**src/design/io_map_pkg.sv**
```systemverilog
// address map of the IO space seen by the CPU bus
// import into any block that decodes the bus or sizes its data path
package io_map_pkg;

	// bus widths
	localparam int DATA_BITS = 16;
	localparam int ADDR_BITS = 16;

	// top nibble of the address selects a 4 KB region
	localparam int REGION_BITS = 4;

	// low address bits passed on to a peripheral
	localparam int REG_OFFSET_BITS = 4;

	// region codes
	localparam logic [REGION_BITS-1:0] REGION_UART = 4'h0;	// 0x0000 - 0x0fff
	localparam logic [REGION_BITS-1:0] REGION_GPIO = 4'h1;	// 0x1000 - 0x1fff
	localparam logic [REGION_BITS-1:0] REGION_IRQ  = 4'h7;	// 0x7000 - 0x7fff

	// regions 2..6 and 8..f are unmapped and read as zero
	// the old pwm, audio, spi, gfx, trace and boot ram slots live there
	// a write to any of them is dropped in the decode

endpackage

```
**src/design/periph_regs_pkg.sv**
```systemverilog
// register offsets, bit positions and interrupt numbering of the peripherals
// offsets are relative to the start of each 4 KB region
package periph_regs_pkg;

	// uart
	localparam logic [3:0] UART_TXDATA = 4'd0;	// write starts a frame
	localparam logic [3:0] UART_STATUS = 4'd1;
	localparam int UART_STATUS_BUSY = 0;		// busy flag position

	// gpio
	localparam logic [3:0] GPIO_OUT      = 4'd0;
	localparam logic [3:0] GPIO_IN       = 4'd1;	// read only
	localparam logic [3:0] GPIO_IRQ_MASK = 4'd2;

	localparam int GPIO_OUT_BITS = 4;
	localparam int GPIO_IN_BITS  = 6;

	// interrupt controller
	localparam logic [3:0] IRQ_PENDING = 4'd0;	// write one to clear
	localparam logic [3:0] IRQ_ENABLE  = 4'd1;

	// interrupt source numbers, lower number wins
	localparam int IRQ_SRC_UART = 0;
	localparam int IRQ_SRC_GPIO = 1;

	// width of the irq_id output
	localparam int IRQ_ID_BITS = 2;

endpackage

```
**src/design/baud_timer.sv**
```systemverilog
// bit period counter for the UART
// counts while run is high and ticks once every CLKS_PER_BIT cycles
module baud_timer #(
	parameter int CLKS_PER_BIT = 8
) (
	input  logic CLK,
	input  logic RSTb,
	input  logic run,
	output logic baud_tick
);

	localparam int CNT_BITS = (CLKS_PER_BIT > 1) ? $clog2(CLKS_PER_BIT) : 1;
	localparam logic [CNT_BITS-1:0] LAST = CNT_BITS'(CLKS_PER_BIT - 1);

	logic [CNT_BITS-1:0] count;

	// first tick lands CLKS_PER_BIT cycles after run rises
	assign baud_tick = run && (count == LAST);

	always_ff @(posedge CLK) begin
		if (!RSTb) begin
			count <= '0;
		end else if (!run) begin
			count <= '0;	// idle, restart on next frame
		end else if (baud_tick) begin
			count <= '0;
		end else begin
			count <= count + 1'b1;
		end
	end

endmodule

```
**src/design/uart_tx_fsm.sv**
```systemverilog
// 8N1 UART transmitter driven by the baud tick from baud_timer
// a TXDATA write while idle starts a frame, busy is readable in STATUS
module uart_tx_fsm (
	input  logic                                   CLK,
	input  logic                                   RSTb,
	input  logic [io_map_pkg::REG_OFFSET_BITS-1:0] reg_addr,
	input  logic [io_map_pkg::DATA_BITS-1:0]       wdata,
	input  logic                                   wr,
	input  logic                                   baud_tick,
	output logic                                   run,
	output logic [io_map_pkg::DATA_BITS-1:0]       rdata,
	output logic                                   uart_tx,
	output logic                                   tx_done
);
	import io_map_pkg::*;
	import periph_regs_pkg::*;

	typedef enum logic [1:0] {ST_IDLE, ST_START, ST_DATA, ST_STOP} state_t;

	state_t state;
	logic [7:0] shift;
	logic [2:0] bit_cnt;
	logic busy;

	assign busy    = (state != ST_IDLE);
	assign run     = busy;	// keeps the baud timer counting
	assign tx_done = (state == ST_STOP) && baud_tick;	// last cycle of stop bit

	always_ff @(posedge CLK) begin
		if (!RSTb) begin
			state   <= ST_IDLE;
			uart_tx <= 1'b1;
			bit_cnt <= '0;
		end else begin
			case (state)
				ST_IDLE: begin
					if (wr && reg_addr == UART_TXDATA) begin
						shift   <= wdata[7:0];
						uart_tx <= 1'b0;	// start bit
						state   <= ST_START;
					end
				end
				ST_START: begin
					if (baud_tick) begin
						uart_tx <= shift[0];
						shift   <= shift >> 1;
						bit_cnt <= '0;
						state   <= ST_DATA;
					end
				end
				ST_DATA: begin
					if (baud_tick) begin
						if (bit_cnt == 3'd7) begin
							uart_tx <= 1'b1;	// stop bit
							state   <= ST_STOP;
						end else begin
							uart_tx <= shift[0];
							shift   <= shift >> 1;
							bit_cnt <= bit_cnt + 3'd1;
						end
					end
				end
				default: begin
					if (baud_tick)
						state <= ST_IDLE;
				end
			endcase
		end
	end

	always_comb begin
		rdata = '0;
		if (reg_addr == UART_STATUS)
			rdata[UART_STATUS_BUSY] = busy;
	end

endmodule

```
**src/design/gpio_port.sv**
```systemverilog
// gpio block with output register, synchronised inputs and edge interrupt
// a rising edge on an input whose mask bit is set gives a one cycle edge_irq
module gpio_port (
	input  logic                                     CLK,
	input  logic                                     RSTb,
	input  logic [io_map_pkg::REG_OFFSET_BITS-1:0]   reg_addr,
	input  logic [io_map_pkg::DATA_BITS-1:0]         wdata,
	input  logic                                     wr,
	input  logic [periph_regs_pkg::GPIO_IN_BITS-1:0]  gpio_in,
	output logic [io_map_pkg::DATA_BITS-1:0]         rdata,
	output logic [periph_regs_pkg::GPIO_OUT_BITS-1:0] gpio_out,
	output logic                                     edge_irq
);
	import io_map_pkg::*;
	import periph_regs_pkg::*;

	logic [GPIO_IN_BITS-1:0] sync_a;	// first flop, may be metastable
	logic [GPIO_IN_BITS-1:0] sync_b;
	logic [GPIO_IN_BITS-1:0] sync_prev;
	logic [GPIO_IN_BITS-1:0] irq_mask;

	always_ff @(posedge CLK) begin
		if (!RSTb) begin
			gpio_out  <= '0;
			irq_mask  <= '0;
			sync_a    <= '0;
			sync_b    <= '0;
			sync_prev <= '0;
		end else begin
			sync_a    <= gpio_in;
			sync_b    <= sync_a;
			sync_prev <= sync_b;
			if (wr && reg_addr == GPIO_OUT)
				gpio_out <= wdata[GPIO_OUT_BITS-1:0];
			if (wr && reg_addr == GPIO_IRQ_MASK)
				irq_mask <= wdata[GPIO_IN_BITS-1:0];
		end
	end

	// edge seen the cycle the synchronised bit goes high
	assign edge_irq = |(sync_b & ~sync_prev & irq_mask);

	always_comb begin
		rdata = '0;
		case (reg_addr)
			GPIO_OUT:      rdata[GPIO_OUT_BITS-1:0] = gpio_out;
			GPIO_IN:       rdata[GPIO_IN_BITS-1:0]  = sync_b;
			GPIO_IRQ_MASK: rdata[GPIO_IN_BITS-1:0]  = irq_mask;
			default:       rdata = '0;
		endcase
	end

endmodule

```
**src/design/interrupt_controller.sv**
```systemverilog
// collects one cycle source pulses into pending bits
// interrupt rises when a pending source is enabled, irq_id names the lowest one
module interrupt_controller #(
	parameter int NUM_IRQ = 2
) (
	input  logic                                   CLK,
	input  logic                                   RSTb,
	input  logic [io_map_pkg::REG_OFFSET_BITS-1:0] reg_addr,
	input  logic [io_map_pkg::DATA_BITS-1:0]       wdata,
	input  logic                                   wr,
	input  logic [NUM_IRQ-1:0]                     src,
	output logic [io_map_pkg::DATA_BITS-1:0]       rdata,
	output logic                                   interrupt,
	output logic [periph_regs_pkg::IRQ_ID_BITS-1:0] irq_id
);
	import io_map_pkg::*;
	import periph_regs_pkg::*;

	logic [NUM_IRQ-1:0] pending;
	logic [NUM_IRQ-1:0] enable;
	logic [NUM_IRQ-1:0] clr;
	logic [NUM_IRQ-1:0] active;

	assign clr = (wr && reg_addr == IRQ_PENDING) ? wdata[NUM_IRQ-1:0] : '0;

	always_ff @(posedge CLK) begin
		if (!RSTb) begin
			pending <= '0;
			enable  <= '0;
		end else begin
			pending <= (pending & ~clr) | src;	// a new pulse beats the clear
			if (wr && reg_addr == IRQ_ENABLE)
				enable <= wdata[NUM_IRQ-1:0];
		end
	end

	assign active    = pending & enable;
	assign interrupt = |active;

	// scan down so the lowest active source is left in irq_id
	always_comb begin
		irq_id = '0;
		for (int i = NUM_IRQ - 1; i >= 0; i--) begin
			if (active[i])
				irq_id = i[IRQ_ID_BITS-1:0];
		end
	end

	always_comb begin
		rdata = '0;
		case (reg_addr)
			IRQ_PENDING: rdata[NUM_IRQ-1:0] = pending;
			IRQ_ENABLE:  rdata[NUM_IRQ-1:0] = enable;
			default:     rdata = '0;
		endcase
	end

endmodule

```
**src/design/port_controller.sv**
```systemverilog
// IO port controller, maps the CPU bus onto uart, gpio and interrupt regions
// writes land on the strobe edge, read data appears one cycle after the address
module port_controller #(
	parameter int CLOCK_FREQ = 8000000,
	parameter int BAUD_RATE  = 1000000
) (
	input  logic                                     CLK,
	input  logic                                     RSTb,
	input  logic [io_map_pkg::ADDR_BITS-1:0]         address,
	input  logic [io_map_pkg::DATA_BITS-1:0]         data_in,
	input  logic                                     mem_wr,
	input  logic                                     mem_rd,
	output logic [io_map_pkg::DATA_BITS-1:0]         data_out,
	input  logic [periph_regs_pkg::GPIO_IN_BITS-1:0]  gpio_in,
	output logic [periph_regs_pkg::GPIO_OUT_BITS-1:0] gpio_out,
	output logic                                     uart_tx,
	output logic                                     interrupt,
	output logic [periph_regs_pkg::IRQ_ID_BITS-1:0]   irq_id
);
	import io_map_pkg::*;
	import periph_regs_pkg::*;

	localparam int CLKS_PER_BIT = CLOCK_FREQ / BAUD_RATE;
	localparam int NUM_IRQ = 2;

	logic [REGION_BITS-1:0] region;
	logic [REGION_BITS-1:0] region_q;	// region of last cycle's address
	logic [REG_OFFSET_BITS-1:0] reg_addr;
	logic uart_wr, gpio_wr, irq_wr;
	logic [DATA_BITS-1:0] uart_rdata, gpio_rdata, irq_rdata;
	logic [DATA_BITS-1:0] rd_sel;
	logic [DATA_BITS-1:0] rd_data;
	logic mapped_q;
	logic baud_tick, uart_run, tx_done, gpio_edge;
	logic [NUM_IRQ-1:0] irq_src;

	assign region   = address[ADDR_BITS-1 -: REGION_BITS];
	assign reg_addr = address[REG_OFFSET_BITS-1:0];

	assign uart_wr = mem_wr && (region == REGION_UART);
	assign gpio_wr = mem_wr && (region == REGION_GPIO);
	assign irq_wr  = mem_wr && (region == REGION_IRQ);

	always_comb begin
		case (region)
			REGION_UART: rd_sel = uart_rdata;
			REGION_GPIO: rd_sel = gpio_rdata;
			REGION_IRQ:  rd_sel = irq_rdata;
			default:     rd_sel = '0;
		endcase
	end

	always_ff @(posedge CLK) begin
		if (!RSTb) begin
			rd_data  <= '0;
			region_q <= '0;
		end else begin
			region_q <= region;
			if (mem_rd)
				rd_data <= rd_sel;	// hold on idle cycles
		end
	end

	assign mapped_q = (region_q == REGION_UART) || (region_q == REGION_GPIO) ||
		(region_q == REGION_IRQ);
	assign data_out = mapped_q ? rd_data : '0;

	assign irq_src[IRQ_SRC_UART] = tx_done;
	assign irq_src[IRQ_SRC_GPIO] = gpio_edge;

	uart_tx_fsm uart0 (
		.CLK(CLK), .RSTb(RSTb), .reg_addr(reg_addr), .wdata(data_in), .wr(uart_wr),
		.baud_tick(baud_tick), .run(uart_run), .rdata(uart_rdata), .uart_tx(uart_tx),
		.tx_done(tx_done)
	);

	baud_timer #(.CLKS_PER_BIT(CLKS_PER_BIT)) baud0 (
		.CLK(CLK), .RSTb(RSTb), .run(uart_run), .baud_tick(baud_tick)
	);

	gpio_port gpio0 (
		.CLK(CLK), .RSTb(RSTb), .reg_addr(reg_addr), .wdata(data_in), .wr(gpio_wr),
		.gpio_in(gpio_in), .rdata(gpio_rdata), .gpio_out(gpio_out), .edge_irq(gpio_edge)
	);

	interrupt_controller #(.NUM_IRQ(NUM_IRQ)) irq0 (
		.CLK(CLK), .RSTb(RSTb), .reg_addr(reg_addr), .wdata(data_in), .wr(irq_wr),
		.src(irq_src), .rdata(irq_rdata), .interrupt(interrupt), .irq_id(irq_id)
	);

endmodule

```
**config.mk**
```make
export PLATFORM = sky130hd
export DESIGN_NAME = port_controller
export DESIGN_NICKNAME = d
export VERILOG_FILES = /design/src/design/io_map_pkg.sv /design/src/design/periph_regs_pkg.sv /design/src/design/baud_timer.sv /design/src/design/uart_tx_fsm.sv /design/src/design/gpio_port.sv /design/src/design/interrupt_controller.sv /design/src/design/port_controller.sv
export SDC_FILE = /design/constraint.sdc
export NUM_CORES = 1
export LEC_CHECK = 0
export ABC_AREA = 1
export BUFFER_PORTS_ARGS = -buffer_cell sky130_fd_sc_hd__buf_2
export CORE_UTILIZATION = 53
export DETAILED_ROUTE_END_ITERATION = 10
export HOLD_SLACK_MARGIN = 0.03
export PLACE_DENSITY_LB_ADDON = 0.08
export SYNTH_ARGS = -nofsm -noshare
export SYNTH_HDL_FRONTEND = slang
export SYNTH_SLANG_ARGS = --single-unit
```
**constraint.sdc**
```tcl
create_clock -name CLK -period 2.6 [get_ports CLK]
set_clock_uncertainty 0.15 [all_clocks]
set_input_delay 0.39 -clock CLK [delete_from_list [all_inputs] [get_ports CLK]]
set_output_delay 0.39 -clock CLK [all_outputs]
set_load 0.05 [all_outputs]
```
* Word-level counts from Yosys, hierarchy flattened
Index checks and enable logic that the tools add are counted.
W data, S select, Z words.
** Cells by class
- Equal/unequal tests :: 16
- Bitwise logic cells :: 9
- Add/subtract/negate cells :: 2
- Reduce and logical (&&, ||, !) cells :: 27
- Muxes and demuxes :: 29
** Operator list (count)
- $mux W8 :: 4
- $pmux W8 S3 :: 1
- $pmux W6 S3 :: 1
- $mux W16 :: 1
- $and A6 B6 Y6 :: 2
- $eq A4 B1 Y1 const B :: 3
- $logic_not A4 Y1 :: 3
- $mux W2 :: 6
- $pmux W4 S3 :: 1
- $logic_and A1 B1 Y1 :: 10
- $mux W3 :: 3
- $eq A4 B3 Y1 const B :: 2
- $ne A2 B1 Y1 const B :: 4
- $pmux W2 S2 :: 2
- $reduce_and A4 Y1 :: 2
- $mux W1 :: 7
- $add A3 B1 Y3 const B :: 2
- $eq A3 B3 Y1 const B :: 2
- $not A6 Y6 :: 1
- $pmux W2 S3 :: 1
- $pmux W3 S2 :: 1
- $reduce_and A6 Y1 :: 1
- $reduce_bool A2 Y1 :: 3
- $reduce_or A6 Y1 :: 1
- other kinds (15) :: 19
** Storage, ports and cells
- Bits in registers :: 69
- Word-level logic and storage cells :: 97
- Output and inout bits :: 24
- Input bits :: 42

* Longest topological paths before layout
- Depth in word-level cells :: 7
- Gate-level depth with buffers :: 9
- Mapped depth without buffers :: 9

* By module
From an unflattened synthesis, not the netlist that was laid out.
** Unflattened totals
- Cells, all modules :: 585
- Area, all modules :: 4076.4 sq um
** Modules (own cells, without submodules)
- gpio_port :: instances 1, area an instance 1332.5 sq um, sequential area each 560.5 sq um, cells each 193
- port_controller :: instances 1, area an instance 1326.3 sq um, sequential area each 400.4 sq um, cells each 203
- uart_tx_fsm :: instances 1, area an instance 935.9 sq um, sequential area each 360.3 sq um, cells each 123
- interrupt_controller :: instances 1, area an instance 356.6 sq um, sequential area each 80.1 sq um, cells each 52
- baud_timer :: instances 1, area an instance 125.1 sq um, sequential area each 60.1 sq um, cells each 14

* Worst setup path before layout
OpenSTA, ideal clock, no wires.
- Kind :: register -> register
- From :: reg uart0.state[0]
- To :: reg uart0.shift[0] (enable)
- Slack :: 324 ps
- Clock period less this slack :: 2276 ps
- Required time :: 2067 ps
- Library setup time :: 383 ps
- Buffers on the path :: 0
- Arrival :: 1743 ps
- Cell stages (with the launch flop) :: 8
- Path through :: dfxtp_1 > inv_1 > ha_1 > nor2_1 > nor2_1 > nor2_1 > nand2_2 > nor3_1
** On the way
- Longest elaborated chain between the ends :: 4
- Elaborated cells between the ends (all ways) :: 11
- Classes of those cells :: eq/ne (6); reduce/logical (5)
** RTL lines
- from (decl) :: line uart_tx_fsm.sv:20 : state_t state;
- from (signal assigned) :: line uart_tx_fsm.sv:31 : state <= ST_IDLE;
- from (signal assigned) :: line uart_tx_fsm.sv:40 : state <= ST_START;
- from (signal assigned) :: line uart_tx_fsm.sv:48 : state <= ST_DATA;
- $reduce_bool A2 Y1 :: line uart_tx_fsm.sv:25 : assign busy = (state != ST_IDLE);
- $logic_and A1 B1 Y1 :: line baud_timer.sv:18 : assign baud_tick = run && (count == LAST);
- $ne A2 B1 Y1 (no source line)
- $reduce_and A6 Y1 (no source line) *
- to (signal assigned) :: line uart_tx_fsm.sv:38 : shift <= wdata[7:0];
- to (signal assigned) :: line uart_tx_fsm.sv:46 : shift <= shift >> 1;
- to (signal assigned) :: line uart_tx_fsm.sv:58 : shift <= shift >> 1;
- to (decl) :: line uart_tx_fsm.sv:21 : logic [7:0] shift;
Mark *: on every way between the ends. The rest lies on a longest branch, timed or not.
A chain may end at the register's enable or synchronous reset.

* Final worst setup path
- From :: reg uart0.state[0]
- To :: reg uart0.shift[3] (enable)
Same word-level chain as after synthesis.

==> impl_metrics.ini <==
[placement]
io_buffer_count = 38
place_inst = 465
routabilityCongestion = 0.857
dp.final_hpwl_um = 3890
placed_area_sq_um = 2960

[logic_synthesis]
avgSynthCellArea_sq_um = 7.57
synth_enable_flop_cells = 8
ys_ff_latch = 59
yosys.area.top_type = dfxtp_1
synth_most_common_cell = nand2_1
syn_inst = 366
synth_top_area_share_pct = 36.9
syn_area_sq_um = 2770
yosys-top-cells-area = dfxtp_1 (37%), nand2_1 (11%), edfxtp_1 (8.7%), nor2_1 (7.7%), inv_1 (6.6%)
seq_area_frac_synth_pct = 45.5
ys_types = 31
ys.flop_type = dfxtp_1
async_reset_ff_share_pct = 0
yosys_warnings = 0
synth_common_cells = nand2_1 (84), nor2_1 (57), dfxtp_1 (51), inv_1 (49), nand3_1 (27)

[worst_hold_path]
hold_depth = 3
hp-class = input port to register
hold_end = gpio0.sync_a[0]$_SDFF_PN0_
min_from = gpio_in[0]

[floorplan]
chipHeight_um = 74.3
core-area_sq_um = 4880
initial_core_util_pct = 56.8
pin_count = 66
die_area_sq_um = 5520
die_width_um = 74.3
placementRows = 25

[cells_and_area]
syn_to_final_growth_pct = 13.8
final_core_util_pct = 64.6
postLayoutCellArea_sq_um = 3150
num-nets-final = 460
diodes = 0
final_cells = 481
layout-drive-gt1-share_pct = 17.4

[sta]
max_freq_ghz = 0.477
setup_tns_ns = 0
setup_viol = 0
finalMaxSlewViolations = 0
rsz0062_at_grt = false
finalCriticalPeriod_ns = 2.10
min_period_over_period_pct = 80.6
finalHoldViolCount = 0

[global_routing]
grt_antenna_before_repair = 0
gr-total-overflow = 0
grt_max_degree = 41
grt_first_pass_wirelength_um = 8780
grt_util_all_layers_pct = 21.8
grt_pass1_vias = 1971

[clocking]
cts_hold_buf = 0
clkSinkCount = 59
clkLatencyLatePin_ns = 0.34
cts_tree = built
cts_inserted_buffers = 9
post_cts_resized = 0
ctsRootBufferMaster = clkbuf_8
path_clk_slew_ns = 0.07
post_cts_buffers = 0
ctsHtreeMaxLevel = 3
clock_path_buffers = 2

[critical_path]
required_ns = 2.50
cp_cell_sequence = inv_1, ha_1, nor2_1, nor2_1, nor2_1, nand2_2, nor3_1, buf_4
crit_path_max_incr_delay_ns = 0.42
r2r_end = uart0.shift[3]$_DFFE_PP_
ff2ff_path_depth = 8
crit_slowest_cell = dfxtp_1
crit_path_frequent_cell = nor2_1
end_kind = register
worstSetupPathType = register to register
cp_max_fo = 8
crit_arrival_ns = 2.00
timing.rr.start = uart0.state[0]$_SDFFE_PN0P_
startpoint_type = register
reg2reg_setup_slack_ns = 0.50

[drt]
wirelength_um = 5390
drtIter0Drc = 152
vias = 2299
drt_pass1_iterations = 5
drc = 0
antenna_left = 0
via_per_inst = 4.78
wire_per_inst_um = 11.2

[pwr]
irDropWorstVdd_uv = 472
fin_total_pwr_mw = 2.27
leakage_nw = 1.63
cellPowerDensity_nw_per_um2 = 720

[run]
drv_cap = 0

[run_status]
outcome = completed
## power by group
group	internal [mW]	total, mW	switching, mW
Combinational	0.132	0.435	0.303
Sequential	0.995	1.02	0.0296
Clock	0.438	0.809	0.371
## kinds of logic (layout without fill, tap and decap cells)
family                   after synthesis  count (layout)  share of synthesized area, %
buffers and inverters                 73             111                          12.4
AO/OA/AOI/OAI                         35              35                          7.00
AND/OR/NAND/NOR                      189             189                          30.9
other                                  1              11                         0.135
adder cells (fa/ha/maj)                9               9                          4.07
flip-flops                            59              59                          45.5
## through the flow
step                setup WS (ns)  hold WS [ns]
global route                0.253        0.0657
detailed placement          0.540         0.248
finish                      0.505        0.0731
floorplan                   0.324         0.240
global placement            0.547         0.243
CTS                         0.512        0.0612
## metal layers
| layer | global-route usage, % | up-vias | share of wire (%) |
|---|---|---|---|
| met4 | 9.43 | 0 | 2.0 |
| li1 | - | 1210 | - |
| met3 | 6.10 | 13 | 6.5 |
| met1 | 29.2 | 998 | 48 |
| met5 | 0 | - | 0 |
| met2 | 33.1 | 78 | 44 |
## worst max-delay path by stage
stage / endpoint / from / cells after the start
2_1_floorplan: uart0.shift[0]$_DFFE_PP_ / uart0.state[0]$_SDFFE_PN0P_ / 7
3_3_place_gp: uart0.shift[4]$_DFFE_PP_ / uart0.state[0]$_SDFFE_PN0P_ / 8
5_1_grt: uart0.shift[3]$_DFFE_PP_ / uart0.state[0]$_SDFFE_PN0P_ / 8
3_5_place_dp: uart0.shift[3]$_DFFE_PP_ / uart0.state[0]$_SDFFE_PN0P_ / 8
6_report: uart0.shift[3]$_DFFE_PP_ / uart0.state[0]$_SDFFE_PN0P_ / 8
4_1_cts: uart0.shift[3]$_DFFE_PP_ / uart0.state[0]$_SDFFE_PN0P_ / 8
## final cells by class
type	instances	area, sq um
Clock buffer	9	124
Clock inverter	7	67.6
Fill cell	457	1730
Inverter	55	208
Multi-Input combinational cell	244	1200
Sequential cell	59	1260
Tap cell	67	83.8
Timing Repair Buffer	40	205
## worst max-delay path: cells and delay by family (launching register included)
| family | cells | cell delay [ns] |
|---|---|---|
| flip-flops | 1 | 0.42 |
| AND/OR/NAND/NOR | 5 | 0.67 |
| buffers and inverters | 2 | 0.29 |
| adder cells (fa/ha/maj) | 1 | 0.27 |
## sequential cells by signal, indices dropped and copies added (netlist names)
signal / cells
uart0.shift: 8
gpio0.irq_mask: 6
gpio0.sync_a: 6
gpio0.sync_b: 6
gpio0.sync_prev: 6
rd_data: 6
gpio0.gpio_out: 4
region_q: 4
baud0.count: 3
uart0.bit_cnt: 3
irq0.enable: 2
irq0.pending: 2
uart0.state: 2
uart0.uart_tx: 1
## placed cells by master, fill, tap and decap left out, types with 2 or more instances in the layout
master / Yosys / final
a21oi_1: 13 / 13
buf_2: 0 / 38
buf_4: 13 / 2
clkbuf_8: 0 / 9
clkinv_2: 1 / 4
conb_1: 1 / 11
dfxtp_1: 51 / 51
edfxtp_1: 8 / 8
ha_1: 9 / 9
inv_1: 49 / 49
inv_2: 4 / 4
nand2_1: 84 / 84
nand2_2: 2 / 2
nand3_1: 27 / 27
nand3b_1: 2 / 2
nand4_1: 6 / 6
nor2_1: 57 / 57
nor2_4: 3 / 3
nor3_1: 3 / 3
o21ai_0: 17 / 17
o22ai_1: 2 / 2
Power figures use the tool's default switching activity.
